### src/common/rv_pkg.sv
`default_nettype none

package rv_pkg;

    // Opcode field, inst[6:2]
    localparam logic [4:0] OPC_RTYPE  = 5'b01100;
    localparam logic [4:0] OPC_ITYPE  = 5'b00100;
    localparam logic [4:0] OPC_LOAD   = 5'b00000;
    localparam logic [4:0] OPC_STORE  = 5'b01000;
    localparam logic [4:0] OPC_BRANCH = 5'b11000;
    localparam logic [4:0] OPC_JAL    = 5'b11011;
    localparam logic [4:0] OPC_JALR   = 5'b11001;
    localparam logic [4:0] OPC_LUI    = 5'b01101;
    localparam logic [4:0] OPC_AUIPC  = 5'b00101;

    // Arithmetic funct3
    localparam logic [2:0] FNC_ADD_SUB = 3'b000;
    localparam logic [2:0] FNC_SLL     = 3'b001;
    localparam logic [2:0] FNC_SLT     = 3'b010;
    localparam logic [2:0] FNC_SLTU    = 3'b011;
    localparam logic [2:0] FNC_XOR     = 3'b100;
    localparam logic [2:0] FNC_SRL_SRA = 3'b101;
    localparam logic [2:0] FNC_OR      = 3'b110;
    localparam logic [2:0] FNC_AND     = 3'b111;

    // Branch funct3
    localparam logic [2:0] FNC_BEQ  = 3'b000;
    localparam logic [2:0] FNC_BNE  = 3'b001;
    localparam logic [2:0] FNC_BLT  = 3'b100;
    localparam logic [2:0] FNC_BGE  = 3'b101;
    localparam logic [2:0] FNC_BLTU = 3'b110;
    localparam logic [2:0] FNC_BGEU = 3'b111;

    localparam logic [4:0]  REG_X0 = 5'd0;
    localparam logic [31:0] PC_INC = 32'd4;

    typedef enum logic [3:0] {
        ALU_ADD,
        ALU_SUB,
        ALU_AND,
        ALU_OR,
        ALU_XOR,
        ALU_SLL,
        ALU_SRL,
        ALU_SRA,
        ALU_SLT,
        ALU_SLTU,
        ALU_PASS_B
    } alu_op_e;

    typedef enum logic {
        A_REG,
        A_PC
    } a_sel_e;

    typedef enum logic [1:0] {
        B_REG,
        B_IMM,
        B_FOUR
    } b_sel_e;

    typedef enum logic [1:0] {
        FWD_REG,
        FWD_MEM,
        FWD_WB
    } fwd_sel_e;

    typedef struct packed {
        logic        valid;
        logic [31:0] inst;
        logic [31:0] pc;
        logic [31:0] rs1_data;
        logic [31:0] rs2_data;
        logic [31:0] imm;
        logic        pred_taken;
    } id_ex_t;

    // Result of an instruction in MEM or WB; inst is zero when the stage is empty
    typedef struct packed {
        logic [31:0] inst;
        logic [31:0] result;
    } fwd_src_t;

    typedef struct packed {
        a_sel_e  a_sel;
        b_sel_e  b_sel;
        alu_op_e alu_op;
        logic    cmp_unsigned;
        logic    is_branch;
        logic    is_jal;
        logic    is_jalr;
    } ex_ctrl_t;

    typedef struct packed {
        logic        valid;
        logic [31:0] inst;
        logic [31:0] pc;
        logic [31:0] alu_result;
        logic [31:0] store_data;
    } ex_mem_t;

    // Branches and stores have no rd; writes to x0 are dropped
    function automatic logic writes_rd(input logic [31:0] inst);
        logic [4:0] opc;
        opc = inst[6:2];
        if (inst[11:7] == REG_X0) begin
            return 1'b0;
        end
        case (opc)
            OPC_RTYPE, OPC_ITYPE, OPC_LOAD, OPC_JAL,
            OPC_JALR, OPC_LUI, OPC_AUIPC: return 1'b1;
            default: return 1'b0;
        endcase
    endfunction

endpackage

`default_nettype wire
### src/hdl/ex_stage.sv
`default_nettype none

module ex_stage (
    input  logic             clk,
    input  logic             rst,
    input  rv_pkg::id_ex_t   id_ex,
    input  rv_pkg::fwd_src_t mem_fwd,
    input  rv_pkg::fwd_src_t wb_fwd,
    output logic             stall,
    output logic             redirect,
    output logic [31:0]      redirect_pc,
    output logic             flush,
    output rv_pkg::ex_mem_t  ex_mem
);

    import rv_pkg::*;

    ex_ctrl_t    ctrl;
    fwd_sel_e    fwd_a;
    fwd_sel_e    fwd_b;
    logic [31:0] op_a;
    logic [31:0] op_b;

    ex_control control_i (
        .id_ex   (id_ex),
        .mem_fwd (mem_fwd),
        .wb_fwd  (wb_fwd),
        .ctrl    (ctrl),
        .fwd_a   (fwd_a),
        .fwd_b   (fwd_b),
        .stall   (stall)
    );

    ex_datapath datapath_i (
        .clk     (clk),
        .rst     (rst),
        .stall   (stall),
        .id_ex   (id_ex),
        .ctrl    (ctrl),
        .fwd_a   (fwd_a),
        .fwd_b   (fwd_b),
        .mem_fwd (mem_fwd),
        .wb_fwd  (wb_fwd),
        .op_a    (op_a),
        .op_b    (op_b),
        .ex_mem  (ex_mem)
    );

    ex_branch_unit branch_i (
        .id_ex       (id_ex),
        .ctrl        (ctrl),
        .op_a        (op_a),
        .op_b        (op_b),
        .redirect    (redirect),
        .redirect_pc (redirect_pc)
    );

    // Younger instructions in IF and ID are squashed on every redirect
    assign flush = redirect;

endmodule

`default_nettype wire

### src/ex/ex_datapath.sv
`default_nettype none

module ex_datapath (
    input  logic             clk,
    input  logic             rst,
    input  logic             stall,
    input  rv_pkg::id_ex_t   id_ex,
    input  rv_pkg::ex_ctrl_t ctrl,
    input  rv_pkg::fwd_sel_e fwd_a,
    input  rv_pkg::fwd_sel_e fwd_b,
    input  rv_pkg::fwd_src_t mem_fwd,
    input  rv_pkg::fwd_src_t wb_fwd,
    output logic [31:0]      op_a,
    output logic [31:0]      op_b,
    output rv_pkg::ex_mem_t  ex_mem
);

    import rv_pkg::*;

    logic [31:0] alu_a;
    logic [31:0] alu_b;
    logic [31:0] alu_y;
    logic [4:0]  shamt;

    function automatic logic [31:0] fwd_mux(input fwd_sel_e sel, input logic [31:0] reg_val,
                                            input logic [31:0] mem_val,
                                            input logic [31:0] wb_val);
        case (sel)
            FWD_MEM: return mem_val;
            FWD_WB:  return wb_val;
            default: return reg_val;
        endcase
    endfunction

    assign op_a = fwd_mux(fwd_a, id_ex.rs1_data, mem_fwd.result, wb_fwd.result);
    assign op_b = fwd_mux(fwd_b, id_ex.rs2_data, mem_fwd.result, wb_fwd.result);

    assign alu_a = (ctrl.a_sel == A_PC) ? id_ex.pc : op_a;

    always_comb begin
        case (ctrl.b_sel)
            B_IMM:   alu_b = id_ex.imm;
            B_FOUR:  alu_b = PC_INC;
            default: alu_b = op_b;
        endcase
    end

    assign shamt = alu_b[4:0];

    always_comb begin
        case (ctrl.alu_op)
            ALU_SUB:    alu_y = alu_a - alu_b;
            ALU_AND:    alu_y = alu_a & alu_b;
            ALU_OR:     alu_y = alu_a | alu_b;
            ALU_XOR:    alu_y = alu_a ^ alu_b;
            ALU_SLL:    alu_y = alu_a << shamt;
            ALU_SRL:    alu_y = alu_a >> shamt;
            ALU_SRA:    alu_y = $signed(alu_a) >>> shamt;
            ALU_SLT:    alu_y = {31'd0, $signed(alu_a) < $signed(alu_b)};
            ALU_SLTU:   alu_y = {31'd0, alu_a < alu_b};
            ALU_PASS_B: alu_y = alu_b;
            default:    alu_y = alu_a + alu_b;
        endcase
    end

    always_ff @(posedge clk) begin
        ex_mem.inst       <= id_ex.inst;
        ex_mem.pc         <= id_ex.pc;
        ex_mem.alu_result <= alu_y;
        ex_mem.store_data <= op_b;
        // Bubble while the load result is awaited
        if (rst || stall) begin
            ex_mem.valid <= 1'b0;
        end else begin
            ex_mem.valid <= id_ex.valid;
        end
    end

endmodule

`default_nettype wire

### src/ex/ex_branch_unit.sv
`default_nettype none

module ex_branch_unit (
    input  rv_pkg::id_ex_t   id_ex,
    input  rv_pkg::ex_ctrl_t ctrl,
    input  logic [31:0]      op_a,
    input  logic [31:0]      op_b,
    output logic             redirect,
    output logic [31:0]      redirect_pc
);

    import rv_pkg::*;

    logic        eq;
    logic        lt;
    logic        cond;
    logic        taken;
    logic        mispredict;
    logic [31:0] target;

    assign eq = (op_a == op_b);
    assign lt = ctrl.cmp_unsigned ? (op_a < op_b) : ($signed(op_a) < $signed(op_b));

    always_comb begin
        case (id_ex.inst[14:12])
            FNC_BEQ:  cond = eq;
            FNC_BNE:  cond = !eq;
            FNC_BLT:  cond = lt;
            FNC_BGE:  cond = !lt;
            FNC_BLTU: cond = lt;
            FNC_BGEU: cond = !lt;
            default:  cond = 1'b0;
        endcase
    end

    assign taken = ctrl.is_jal || ctrl.is_jalr || (ctrl.is_branch && cond);

    assign target = ctrl.is_jalr ? ((op_a + id_ex.imm) & ~32'd1) : (id_ex.pc + id_ex.imm);

    // JALR target is never known at fetch
    assign mispredict = (taken != id_ex.pred_taken) || (ctrl.is_jalr && taken);

    assign redirect    = id_ex.valid && mispredict;
    assign redirect_pc = taken ? target : (id_ex.pc + PC_INC);

endmodule

`default_nettype wire

### src/ex/ex_control.sv
`default_nettype none

module ex_control (
    input  rv_pkg::id_ex_t   id_ex,
    input  rv_pkg::fwd_src_t mem_fwd,
    input  rv_pkg::fwd_src_t wb_fwd,
    output rv_pkg::ex_ctrl_t ctrl,
    output rv_pkg::fwd_sel_e fwd_a,
    output rv_pkg::fwd_sel_e fwd_b,
    output logic             stall
);

    import rv_pkg::*;

    logic [4:0] opc;
    logic [2:0] funct3;
    logic [4:0] rs1;
    logic [4:0] rs2;
    logic       uses_rs1;
    logic       uses_rs2;
    logic       mem_hit_a;
    logic       mem_hit_b;
    logic       wb_hit_a;
    logic       wb_hit_b;
    logic       mem_is_load;

    // Shared by R-type and I-type; alt is bit 30 where it selects SUB or SRA
    function automatic alu_op_e arith_op(input logic [2:0] f3, input logic alt);
        case (f3)
            FNC_ADD_SUB: return alt ? ALU_SUB : ALU_ADD;
            FNC_SLL:     return ALU_SLL;
            FNC_SLT:     return ALU_SLT;
            FNC_SLTU:    return ALU_SLTU;
            FNC_XOR:     return ALU_XOR;
            FNC_SRL_SRA: return alt ? ALU_SRA : ALU_SRL;
            FNC_OR:      return ALU_OR;
            FNC_AND:     return ALU_AND;
            default:     return ALU_ADD;
        endcase
    endfunction

    assign opc    = id_ex.inst[6:2];
    assign funct3 = id_ex.inst[14:12];
    assign rs1    = id_ex.inst[19:15];
    assign rs2    = id_ex.inst[24:20];

    always_comb begin
        ctrl = '{a_sel: A_REG, b_sel: B_REG, alu_op: ALU_ADD, cmp_unsigned: 1'b0,
                 is_branch: 1'b0, is_jal: 1'b0, is_jalr: 1'b0};
        uses_rs1 = 1'b1;
        uses_rs2 = 1'b0;
        case (opc)
            OPC_RTYPE: begin
                ctrl.alu_op       = arith_op(funct3, id_ex.inst[30]);
                ctrl.cmp_unsigned = (funct3 == FNC_SLTU);
                uses_rs2          = 1'b1;
            end
            OPC_ITYPE: begin
                ctrl.b_sel        = B_IMM;
                // ADDI with a negative immediate also has bit 30 set
                ctrl.alu_op       = arith_op(funct3,
                                             id_ex.inst[30] && funct3 == FNC_SRL_SRA);
                ctrl.cmp_unsigned = (funct3 == FNC_SLTU);
            end
            OPC_LOAD: begin
                ctrl.b_sel = B_IMM;
            end
            OPC_STORE: begin
                ctrl.b_sel = B_IMM;
                uses_rs2   = 1'b1;
            end
            OPC_BRANCH: begin
                ctrl.a_sel        = A_PC;
                ctrl.b_sel        = B_IMM;
                ctrl.is_branch    = 1'b1;
                ctrl.cmp_unsigned = id_ex.inst[13];
                uses_rs2          = 1'b1;
            end
            OPC_JAL: begin
                ctrl.a_sel = A_PC;
                ctrl.b_sel = B_FOUR;
                ctrl.is_jal = 1'b1;
                uses_rs1   = 1'b0;
            end
            OPC_JALR: begin
                ctrl.a_sel   = A_PC;
                ctrl.b_sel   = B_FOUR;
                ctrl.is_jalr = 1'b1;
            end
            OPC_LUI: begin
                ctrl.b_sel  = B_IMM;
                ctrl.alu_op = ALU_PASS_B;
                uses_rs1    = 1'b0;
            end
            OPC_AUIPC: begin
                ctrl.a_sel = A_PC;
                ctrl.b_sel = B_IMM;
                uses_rs1   = 1'b0;
            end
            default: begin
                uses_rs1 = 1'b0;
            end
        endcase
    end

    // writes_rd already excludes x0, so a match here never involves x0
    assign mem_hit_a   = writes_rd(mem_fwd.inst) && (mem_fwd.inst[11:7] == rs1);
    assign mem_hit_b   = writes_rd(mem_fwd.inst) && (mem_fwd.inst[11:7] == rs2);
    assign wb_hit_a    = writes_rd(wb_fwd.inst) && (wb_fwd.inst[11:7] == rs1);
    assign wb_hit_b    = writes_rd(wb_fwd.inst) && (wb_fwd.inst[11:7] == rs2);
    assign mem_is_load = (mem_fwd.inst[6:2] == OPC_LOAD);

    assign fwd_a = mem_hit_a ? FWD_MEM : (wb_hit_a ? FWD_WB : FWD_REG);
    assign fwd_b = mem_hit_b ? FWD_MEM : (wb_hit_b ? FWD_WB : FWD_REG);

    // Load data is not ready until WB
    assign stall = id_ex.valid && mem_is_load &&
                   ((uses_rs1 && mem_hit_a) || (uses_rs2 && mem_hit_b));

endmodule

`default_nettype wire

### config.mk
export PLATFORM = sky130hd
export DESIGN_NAME = ex_stage
export DESIGN_NICKNAME = d
export VERILOG_FILES = /design/src/common/rv_pkg.sv /design/src/hdl/ex_stage.sv /design/src/ex/ex_datapath.sv /design/src/ex/ex_branch_unit.sv /design/src/ex/ex_control.sv
export SDC_FILE = /design/constraint.sdc
export NUM_CORES = 1
export LEC_CHECK = 0
export ABC_AREA = 1
export BUFFER_PORTS_ARGS = -buffer_cell sky130_fd_sc_hd__buf_2
export CORE_MARGIN = 3
export CORE_UTILIZATION = 35
export DETAILED_ROUTE_END_ITERATION = 8
export HOLD_SLACK_MARGIN = 0.02
export SLEW_MARGIN = 15
export SYNTH_ARGS = -nofsm -noshare
export SYNTH_HDL_FRONTEND = slang
export SYNTH_HIERARCHICAL = 1
export SYNTH_SLANG_ARGS = --single-unit
export TNS_END_PERCENT = 1
### constraint.sdc
create_clock -name clk -period 6.5 [get_ports clk]
set_clock_uncertainty 0.05 [all_clocks]
set_input_delay 0.65 -clock clk [delete_from_list [all_inputs] [get_ports clk]]
set_output_delay 0.65 -clock clk [all_outputs]
set_load 0.005 [all_outputs]
-- After elaboration in Yosys (flattened, before gate mapping)
Cells that the tools add are included.
- mux-type cells: 36
- bitwise gates (word level): 3
- $lt $le $gt $ge: 4
- reductions and logical operators: 35
- shifts and indexed selects: 3
- $add $sub $neg: 5
- eq/ne operators: 49
- operator list (cell ; number):
    case mux 32 bit (10 select lines) ; 1
    case mux 32 bit (2 select lines) ; 3
    less-than comparator 32 bit ; 4
    adder 32 bit ; 3
    two-way mux 32 bit ; 3
    case mux 4 bit (8 select lines) ; 2
    equality test 5 x 4 -> 1 bit, second input constant ; 7
    equality test 5 bit, second input constant ; 7
    adder 32 x 3 -> 32 bit, second input constant ; 1
    bitwise AND 32 bit ; 1
    equality test 32 bit ; 1
    bitwise OR 32 bit ; 1
    left shift 32 x 5 -> 32 bit ; 1
    >> shifter 32 x 5 -> 32 bit ; 1
    >>> shifter 32 x 5 -> 32 bit ; 1
    subtractor 32 bit ; 1
    bitwise XOR 32 bit ; 1
    equality test 5 x 3 -> 1 bit, second input constant ; 6
    zero test 5 bit ; 5
    equality test 5 bit ; 4
    two-way mux 1 bit ; 19
    equality test 4 x 3 -> 1 bit, second input constant ; 4
    OR reduction 7 bit ; 2
    equality test 3 bit, second input constant ; 4
    other kinds (21) ; 52
- logic and storage cells: 140
- bits of input ports: 292
- flip-flop bits (word level): 129
- output and inout bits: 164

-- Logic depth before layout (Yosys ltp)
Gate-level depths: netlist (run 1).
- depth in word-level cells: 18
- mapped depth: 38
- depth with buffers taken out: 32

-- By module
The synthesis (run 1) kept the hierarchy.
- by module, submodules not included (module ; cells an instance ; times used ; area an instance (µm²) ; sequential area each (µm²)):
    ex_datapath ; 2538 ; 1 ; 14622.8 ; 2582.5
    ex_branch_unit ; 1144 ; 1 ; 6130.9 ; 0.0
    ex_control ; 130 ; 1 ; 711.9 ; 0.0
    ex_stage ; 1 ; 1 ; 7.5 ; 0.0

-- Least setup slack after synthesis (run 1)
No wires, ideal clock.
- path type: input to output
- start point: in mem_fwd[34] (netlist name)
- end point: out redirect
- data required time: 5800 ps
- stages on the path: 29
- arrival time: 4054 ps
- setup slack: 1746 ps
- path buffers: 5
- path through: nor2_2 -> nand3_2 -> nand2_1 -> o21ai_2 -> nor3_2 -> buf_4 -> inv_1 -> ha_1 -> inv_2 -> buf_2 -> buf_2 -> nor2_1 -> a31oi_1 -> inv_1 -> ha_1 -> nand2_1 -> nor2_1 -> nand4_1 -> nor2_1 -> nand2_1 -> a21oi_1 -> nand2_1 -> a21boi_1 -> nand2_1 -> buf_2 -> nand3_1 -> nand2_1 -> nor2_1 -> buf_4
- longest elaborated chain between the ends: 17
- elaborated cells between the ends (all ways): 33
- classes of those cells: order compare (2); eq/ne (12); mux (8); reduce/logical (11)
- ends and longest elaborated chain (element ; line ; RTL):
    start: declaration ; ex_stage.sv:7 ; input rv_pkg::fwd_src_t mem_fwd,
    equality test 5 x 4 -> 1 bit (tied with other cells) ; rv_pkg.sv:109 ; case (opc)
    OR reduction 7 bit * ; rv_pkg.sv:109 ;
    two-way mux 1 bit * (2 in series) ; rv_pkg.sv:109 ;
    logical AND 1 bit * ; ex_control.sv:108 ; assign mem_hit_b = writes_rd(mem_fwd.inst) && (mem_fwd.inst[11:7] == rs2);
    net control_i.mem_hit_b ; ex_control.sv:22 ; logic mem_hit_b;
    two-way mux 2 bit * ; ex_control.sv:114 ; assign fwd_b = mem_hit_b ? FWD_MEM : (wb_hit_b ? FWD_WB : FWD_REG);
    net fwd_b[0] ; ex_stage.sv:20 ; fwd_sel_e fwd_b;
    equality test 2 bit / equality test 2 x 1 -> 1 bit (equally long branches) ; ex_datapath.sv:28 ; case (sel)
    (+1 left out) ; -- ;
    net op_b[31] ; ex_stage.sv:22 ; logic [31:0] op_b;
    (+1 left out) ; -- ;
    two-way mux 1 bit ; ex_branch_unit.sv:22 ; assign lt = ctrl.cmp_unsigned ? (op_a < op_b) : ($signed(op_a) < $signed(op_b));
    zero test 1 bit ; ex_branch_unit.sv:29, ex_branch_unit.sv:31 ;
    case mux 1 bit (4 select lines) * ; ex_branch_unit.sv:25 ; case (id_ex.inst[14:12])
    logical AND 1 bit * ; ex_branch_unit.sv:36 ; assign taken = ctrl.is_jal || ctrl.is_jalr || (ctrl.is_branch && cond);
    logical OR 1 bit * ; ex_branch_unit.sv:36 ;
    inequality test 1 bit / logical AND 1 bit (equally long branches) ; ex_branch_unit.sv:41 ; assign mispredict = (taken != id_ex.pred_taken) || (ctrl.is_jalr && taken);
    logical OR 1 bit * ; ex_branch_unit.sv:41 ;
    logical AND 1 bit * ; ex_branch_unit.sv:43 ; assign redirect = id_ex.valid && mispredict;
    end: declaration ; ex_stage.sv:10 ; output logic redirect,
Mark *: on every way through the listed nets, which the timed path passes. The rest lies on a longest branch.

-- Worst setup path after layout (run 1)
- start point: in mem_fwd[36] (netlist name)
- end point: out redirect_pc[22]
- longest elaborated chain between the ends: 15
- elaborated cells between the ends (all ways): 32
- classes of those cells: add/sub (1); order compare (2); eq/ne (11); mux (10); reduce/logical (8)
- ends and longest elaborated chain (element ; line ; RTL):
    equality test 5 x 4 -> 1 bit (tied with other cells) ; rv_pkg.sv:109 ;
    OR reduction 7 bit * ; rv_pkg.sv:109 ;
    two-way mux 1 bit * (2 in series) ; rv_pkg.sv:109 ;
    logical AND 1 bit * ; ex_control.sv:108 ;
    two-way mux 2 bit * ; ex_control.sv:114 ;
    net fwd_b[0] ; ex_stage.sv:20 ;
    equality test 2 bit / equality test 2 x 1 -> 1 bit (equally long branches) ; ex_datapath.sv:28 ;
    case mux 32 bit (2 select lines) * ; ex_datapath.sv:28 ;
    net op_b[20] ; ex_stage.sv:22 ;
    less-than comparator 32 bit ; ex_branch_unit.sv:22 ;
    two-way mux 1 bit ; ex_branch_unit.sv:22 ;
    zero test 1 bit ; ex_branch_unit.sv:29, ex_branch_unit.sv:31 ;
    case mux 1 bit (4 select lines) * ; ex_branch_unit.sv:25 ;
    logical AND 1 bit * ; ex_branch_unit.sv:36 ;
    logical OR 1 bit * ; ex_branch_unit.sv:36 ;
    two-way mux 32 bit * ; ex_branch_unit.sv:44 ; assign redirect_pc = taken ? target : (id_ex.pc + PC_INC);
    end: declaration ; ex_stage.sv:11 ; output logic [31:0] redirect_pc,
Marks and branches as above.

==> metrics list, run 1 <==
* CP endpoint kind: output port
- The filler cells instantiated in the layout total 6904.
- Port Buffer Count: 411
- The via count of the first global-routing pass was 25500.
- TritonCTS built the clock tree.
- Detailed routing inserted a total of 28100 vias.
- Share of synthesized area occupied by flip-flops and latches: 12.0%
* Crit-path most repeated cell: sky130_fd_sc_hd__nand2_1
- Worst hold stages: 1
- In the global route stage, met3 resource usage came out at 9.66%.
- Via count normalized by instance count: 5.66
* Fraction of layout cells with a size suffix above 1: 15.8%
- Antenna violations before repair: 4
* Number of hold buffers added after cts: 0
* Area of the placeable core: 60500 µm²
* First-pass GRT wire length: 170000 µm
* Pins Over Slew Limit: 0
- CTS H-tree lvls: 4
- In the final routed layout, each cell accounts on average for 23.7 µm.
* TritonCTS Buffers: 17
* Half-perimeter wire length after placement: 97900 µm
- Of the post-synthesis cell area, the dominant cell type holds 19.3%.
- In this design, the largest share of critical-path delay is due to simple AND/OR/NAND/NOR gates.
- Clock-pin slew was measured on the worst setup and hold paths at 0.07 ns.
- Setup repair after global routing missed its margin: false
- Averaged over all synthesized cells, the footprint is 5.63 µm².
- Clock tree synthesis selected as its root buffer the cell sky130_fd_sc_hd__clkbuf_16.
- The floorplan step defined a die boundary enclosing 64400 µm².
* Residual DRC: 0
- In the final layout, the registers with the most flip-flops are datapath_i/ex_mem x129.
- Most common library cell in the layout ignoring fill and taps: sky130_fd_sc_hd__nand2_1
- Global routing used 35.7% of the available tracks.
- In the global route stage, met2 resource usage came out at 54.7%.
- Critical path fanouts, max: 46
* Yosys warnings: 6
- In this run, placement finished with an instance count of 4930.
* Slowest cell on crit path: sky130_fd_sc_hd__o21ai_0
* Final Critical Period: 6.25 ns
- Post-layout utilization of the core: 41.2%
- The detail route stage leaves a number of antenna-violating nets equal to 0.
- Tcrit/Tclk final: 96.2%
* Top-Level Pins: 456
- RD Place Congestion: 1.03
- Flip-flop cell with the highest count after synthesis: sky130_fd_sc_hd__dfxtp_1
* Number of flip-flops and latches in the synthesized netlist: 129
* Slew margin rel.: 21.2%
* Number of library cell types mapped by synthesis: 65
- The synthesized design contains 0 enable-type register cells.
* Setup_tns: 0 ns
- Area Overhead vs Synth: 15.9%
- The critical path contains buffers and inverters numbering 7 combined.
* Starting DRT DRC Count: 3520
- The clock net in this run drives a total of 129 sinks.
* Met1 capacity usage during global routing: 47.7%
- Effective utilization at floorplan: 35.5%
- Setup violations remaining at the end of the flow were counted as 0.
- Entering global routing, the biggest net connects 75 pins.
- Die extent in y: 254 µm
- Of all cell types, the one taking the most synthesized area is sky130_fd_sc_hd__nand2_1.
- Largest cells by area after synthesis: sky130_fd_sc_hd__nand2_1, sky130_fd_sc_hd__dfxtp_1, sky130_fd_sc_hd__nand3_1
- Number of detailed-routing iterations run before antenna repair: 6
- Count of final hold-check violations: 0
- Most flops, register: datapath_i/ex_mem
* Mapped Nets: 4306
- Ys async rst share: 0%
- Max-cap violations: 0
- The worst setup path is of the in -> out kind.
* Smallest hold slack: 0.195 ns
- Number of standard cells in the final layout excluding fillers: 4963
- Achievable clock frequency: 160 MHz
- At the worst endpoint, the arrival time is 5.55 ns.
- Die span in x: 254 µm
- Row generation in the floorplan step produced 90 rows.
- Summed over all cells, the static leakage comes to 12.7 nW.
* Result of the run: completed
* Startpoint type of the worst setup path: input pin
- In the layout the commonest cells are sky130_fd_sc_hd__nand2_1, sky130_fd_sc_hd__nand3_1, sky130_fd_sc_hd__inv_1, sky130_fd_sc_hd__buf_2, sky130_fd_sc_hd__nor2_1.
- Most Crowded Layer GR: met2
- Routed Wire Length: 118000 µm
- Max rail drop VDD: 0.218 mV
* Aggregate global routing overflow: 0
* Synthesized instance count: 3813
- The tightest min-delay check is of the in -> reg type.
- CP max stage delay: 0.96 ns
- Tightest Pin Transition: 1.17 ns
- Counting along the longest clock path gives a buffer depth of 2.
* Netlist area before placement: 21500 µm²
- The critical path crosses 29 cells after its start point.
- For this design the ratio of total power to cell area is 187 nW/µm².
- After the last flow step, the layout net total stands at 4660.
- Flip-flop count of the largest register, all copies and words added: 129
- Data required time of the worst path: 5.80 ns
-- stage by stage --
step	instance area, µm²	total power [mW]	setup WS [ns]
2_1_floorplan	21500	2.56	1.75
3_3_place_gp	24300	3.58	0.456
3_5_place_dp	24300	3.57	0.458
4_1_cts	24900	4.60	0.433
5_1_grt	24900	4.94	0.0216
6_report	24900	4.65	0.248
-- what timing repair did --
| item | CTS | global route |
|---|---|---|
| setup endpoints to repair | 0 | 23 |
| setup buffers | 0 | 0 |
| gates resized for setup | 0 | 6 |
-- cells in the mapped netlist (36+ instances only) --
master	instances
sky130_fd_sc_hd__buf_2	64
sky130_fd_sc_hd__clkbuf_1	52
sky130_fd_sc_hd__ha_1	197
sky130_fd_sc_hd__dfxtp_1	129
sky130_fd_sc_hd__o21ai_0	220
sky130_fd_sc_hd__nand4_1	62
sky130_fd_sc_hd__nor2_1	271
sky130_fd_sc_hd__xor2_1	38
sky130_fd_sc_hd__or2_2	36
sky130_fd_sc_hd__nor3_1	43
sky130_fd_sc_hd__a21oi_1	265
sky130_fd_sc_hd__inv_1	420
sky130_fd_sc_hd__nand3_1	493
sky130_fd_sc_hd__nand2_1	1105
-- final cells by class --
cell class | instances | area (µm²) | area share [%]
Timing Repair Buffer | 481 | 2610 | 10.5
Tap cell | 782 | 978 | 3.93
Sequential cell | 129 | 2580 | 10.4
Clock inverter | 13 | 129 | 0.518
Inverter | 445 | 1670 | 6.72
Antenna cell | 1 | 2.50 | 0.0101
Clock buffer | 19 | 433 | 1.74
Multi-Input combinational cell | 3093 | 16500 | 66.2
-- per-layer routing --
layer	share of wire, %	vias to the layer above
met4	4.2	2
met5	0.012	-
met1	42	12800
met2	42	1640
met3	12	226
li1	-	13400
-- cells by family (layout without fill, tap and decap cells) --
family	count (synthesis)	after routing	share of synthesized area, %
AO/OA/AOI/OAI	688	688	18.2
XOR/XNOR	66	66	2.69
adder cells (fa/ha/maj)	201	201	11.9
buffers and inverters	591	958	11.4
flip-flops	129	129	12.0
multiplexers	1	1	0.0466
other	0	1	0
AND/OR/NAND/NOR	2137	2137	43.8
-- final timing paths --
kind / start / to
worst max-delay path: mem_fwd[36] / redirect_pc[22]
worst min-delay path: id_ex[139] / datapath_i/ex_mem[106]$_DFF_P_
-- report_power, final --
part / total [mW] / internal [mW] / switching, mW / leakage [nW]
combinational: 2.73 / 0.831 / 1.90 / 11.3
clock: 0.997 / 0.530 / 0.466 / 0.269
sequential: 0.931 / 0.901 / 0.0299 / 1.09
total: 4.65 / 2.26 / 2.39 / 12.7
No activity file was read; power rests on OpenSTA's default activity.
==> inputs of run 2 (changes only) <==
--- a/config.mk
+++ b/config.mk
@@ -14,6 +14,5 @@
 export SLEW_MARGIN = 15
 export SYNTH_ARGS = -nofsm -noshare
 export SYNTH_HDL_FRONTEND = slang
-export SYNTH_HIERARCHICAL = 1
 export SYNTH_SLANG_ARGS = --single-unit
 export TNS_END_PERCENT = 1
==> metrics list, run 2 <==
* Largest cells by area after synthesis: sky130_fd_sc_hd__nand2_1, sky130_fd_sc_hd__dfxtp_1, sky130_fd_sc_hd__ha_1
- Xor and xnor area share after synthesis: 3.31% (+0.62 points)
- The average wire per cell in the routed design is 21.8 µm (-8.3%).
- The count of pins on the block boundary was 456 (unchanged).
- Number of placement rows: 86 (-4.4%)
- The largest fanout of any net on the critical path came to 15 (-67%).
* Largest family of logic cells by synthesized area: simple AND/OR/NAND/NOR gates
- Start point of the critical path: wb_fwd[43]
* TritonCTS Buffers: 17 (unchanged)
- Clock tree from TritonCTS: built
- The max-slew headroom at the worst pin is 28.6% (+7.4 points).
- The global-route wire length before repair was 145000 µm (-15%).
- The sequential-to-total area share from yosys stat came to 13.0% (+1.0 points).
- Met1 capacity usage during global routing: 42.5% (-5.3 points)
- Synth Area in Compound Gates: 21.6% (+3.4 points)
* Fraction of layout cells with a size suffix above 1: 17.4% (+1.6 points)
- Area share of the largest cell type after synthesis: 16.9% (-2.5 points)
* Achievable clock frequency: 163 MHz (+1.8%)
- Area Overhead vs Synth: 18.1%
- RD Place Congestion: 1.04 (+0.91%)
* NumNets Final: 4274 (-8.3%)
- The total wire length was 99100 µm (-16%).
- Number of hold buffers added after cts: 0 (unchanged)
- Sequential cell area: 2580 µm² (unchanged)
* Final setup fails: 0 (unchanged)
* Die span in x: 244 µm (-3.8%)
- Endpoint arrival time on the critical path: 5.44 ns (-0.11 ns)
* Data required time of the worst path: 5.80 ns (about the same)
- Overall die area: 59500 µm² (-7.5%)
* Effective utilization at floorplan: 35.7% (+0.19 points)
* CP max stage delay: 0.43 ns (-0.53 ns)
* Half-perimeter wire length after placement: 81600 µm (-17%)
- Tcrit/Tclk final: 94.5% (-1.7 points)
- The number of antenna violations at the first check in global routing is 5 (+1).
* Synthesized instance count: 3411 (-11%)
* Number of detailed-routing iterations run before antenna repair: 6 (unchanged)
- The critical path is of the in -> out type.
- Power density over the cells: 199 nW/µm² (+6.4%)
- EDFF count, synth: 0 (unchanged)
- The final-report max-slew violation count is 0 (unchanged).
- Setup repair after global routing left no endpoint under its margin.
* Residual DRC: 0 (unchanged)
* Aggregate global routing overflow: 0 (unchanged)
- The most used flip-flop cell after synthesis is sky130_fd_sc_hd__dfxtp_1.
- Clk Tree Root Cell: sky130_fd_sc_hd__clkbuf_16
- Max rail drop VDD: 0.240 mV (+9.7%)
- Total via count in the routed design: 25300 (-9.9%)
- The final instance count without filler cells came to 4551 (-8.3%).
* Global routing usage on met3: 6.41% (-3.2 points)
- Slowest cell on crit path: sky130_fd_sc_hd__a21boi_0
- The overall fraction of global-route tracks in use was 32.1% (-3.6 points).
- Area of the multi-input gates: 14900 µm² (-9.8%)
- The flow ran to the end, and the final reports show no timing, DRC or antenna violations.
* Cell type with the largest total area after synthesis: sky130_fd_sc_hd__nand2_1
* Number of flip-flops and latches in the synthesized netlist: 129 (unchanged)
- The mapped cell area was 19800 µm² (-7.7%).
- The post-synthesis share of cell area spent on and, or, nand and nor gates came to 37.5% (-6.3 points).
- In this design, the critical path's most frequently occurring cell is sky130_fd_sc_hd__nand2_1.
- Classification of the worst-slack hold path: in -> reg
- Most flops, register: datapath_i.ex_mem
- The maximum number of pins on one net before global-route repair was 71 (-5.3%).
- The met2 track demand over resource was 49.8% (-4.9 points).
- The via count of the first global-routing pass came to 23400 (-8.3%).
- The routed via count divided by cell count is 5.56 (-1.8%).
- The worst setup path is captured at an output port.
- Avg Synthesized Cell Area: 5.81 µm² (+3.2%)
- Tightest Pin Transition: 1.07 ns (-0.0984 ns)
- Most common library cell in the layout ignoring fill and taps: sky130_fd_sc_hd__nand2_1
* Most frequent cells after synthesis: sky130_fd_sc_hd__nand2_1, sky130_fd_sc_hd__inv_1, sky130_fd_sc_hd__nand3_1
* Remaining antenna violation count after routing: 0 (unchanged)
- The layer flagged by global routing as most heavily used is met2.
- The fill cell instance count of the final layout came to 6263 (-9.3%).
* Setup_tns: 0 ns (unchanged)
* Clock transition at path regs: 0.07 ns (about the same)
* Biggest registers after layout: datapath_i.ex_mem x129
- Starting DRT DRC Count: 2920 (-17%)
* Dominant cell by count in the synthesized netlist: sky130_fd_sc_hd__nand2_1
* Clock Sink Count: 129 (unchanged)
* Port Buffer Count: 411 (unchanged)
* Share of synthesized cell area in full adder, half adder and majority cells: 12.5% (+0.61 points)
* Hold path start: id_ex[139]
- The number of post-CTS setup repair buffers came to 0 (unchanged).
- Flip-flop count of the largest register, all copies and words added: 129 (unchanged)
- Total chip power: 4.66 mW (about the same)
* Clock Tree Buf Depth: 2 (unchanged)
- Pleak: 12.4 nW (-1.9%)
- The count of distinct cell types in the synthesized netlist is 66 (+1.5%).
* Fraction of synthesized area in multiplexers: 0.0505% (+0.0039 points)
* Startpoint type of the worst setup path: input pin
* Placed insts: 4516 (-8.4%)
- The number of instances resized during post-cts repair came to 0 (unchanged).
- The synthesized net count is 3898 (-9.5%).
- Yosys warnings: 0 (-6)
- The final critical path time including I/O delays and setup came to 6.14 ns (-0.108 ns).
- The die boundary height is 244 µm (-3.8%).
- Area of the placeable core: 55500 µm² (-8.2%)
- CTS H-tree lvls: 4 (unchanged)
- Max-cap violations: 0 (unchanged)
- Ys async rst share: 0% (unchanged)
- The top cell types in the final layout, fill and taps aside, are sky130_fd_sc_hd__nand2_1, sky130_fd_sc_hd__inv_1, sky130_fd_sc_hd__buf_2, sky130_fd_sc_hd__nand3_1, sky130_fd_sc_hd__a21oi_1.
* Count of final hold-check violations: 0 (unchanged)
[run 2: changes by cell type after synthesis, sizes merged, moves of 19 or more]
cell	before	now
buf	93	69
inv	443	469
nand2	1137	916
nand3	506	381
nand4	63	41
nor2	282	256
nor3	50	19
o21ai	262	239
o221ai	2	21
[run 2: critical path: cells and delay by family]
family	cells	cell delay, ns
buffers and inverters	8	1.03
AOI/OAI and AO/OA	7	1.70
xor gates and xnor gates	1	0.17
and+or+nand+nor	14	1.54
adders and majority gates	1	0.34
[run 2: through the flow]
step           cell area (µm²)  utilization (%)  hold WS, ns  setup slack (ns)
2_1_floorplan            19800                -        0.628              1.12
3_3_place_gp             22800             41.0        0.702             0.552
3_5_place_dp             22800             41.0        0.704             0.540
4_1_cts                  23400             42.2        0.162             0.550
5_1_grt                  23400             42.2        0.180            0.0876
6_report                 23400             42.2        0.195             0.355
[run 2: cells by family (layout without fill, tap and decap cells)]
group	count (synthesis)	count (layout)
compound gates	710	710
buf+inv	598	987
mux	1	1
simple gates	1703	1703
xor+xnor	75	75
fa+ha+maj	195	195
flops	129	129
other cells	0	3
[run 2: worst paths after layout]
kind	end	slack, ns	cells after the start
min	datapath_i.ex_mem[106]$_DFF_P_	0.20	1
max	redirect_pc[24]	0.36	31
[run 2: cell type report]
class / count / share of cell area (%)
Tap cell: 748 / 4.00
Sequential cell: 129 / 11.0
Timing Repair Buffer: 482 / 11.1
Clock inverter: 15 / 0.903
Inverter: 473 / 7.59
Clock buffer: 17 / 1.82
Antenna cell: 3 / 0.0321
Multi-Input combinational cell: 2684 / 63.5
[run 2: per-layer routing]
layer	vias up	part of all wire, %	routed length, µm
met4	0	5.2	5170
met1	11600	41	41000
met3	237	11	10500
li1	12100	-	-
met5	-	0	0
met2	1414	43	42500
[run 2: power by group]
group | total [mW] | internal (mW) | switching (mW) | leakage (nW)
clock network | 1.08 | 0.591 | 0.487 | 0.312
logic | 2.65 | 0.855 | 1.79 | 11.0
registers | 0.932 | 0.904 | 0.0281 | 1.09
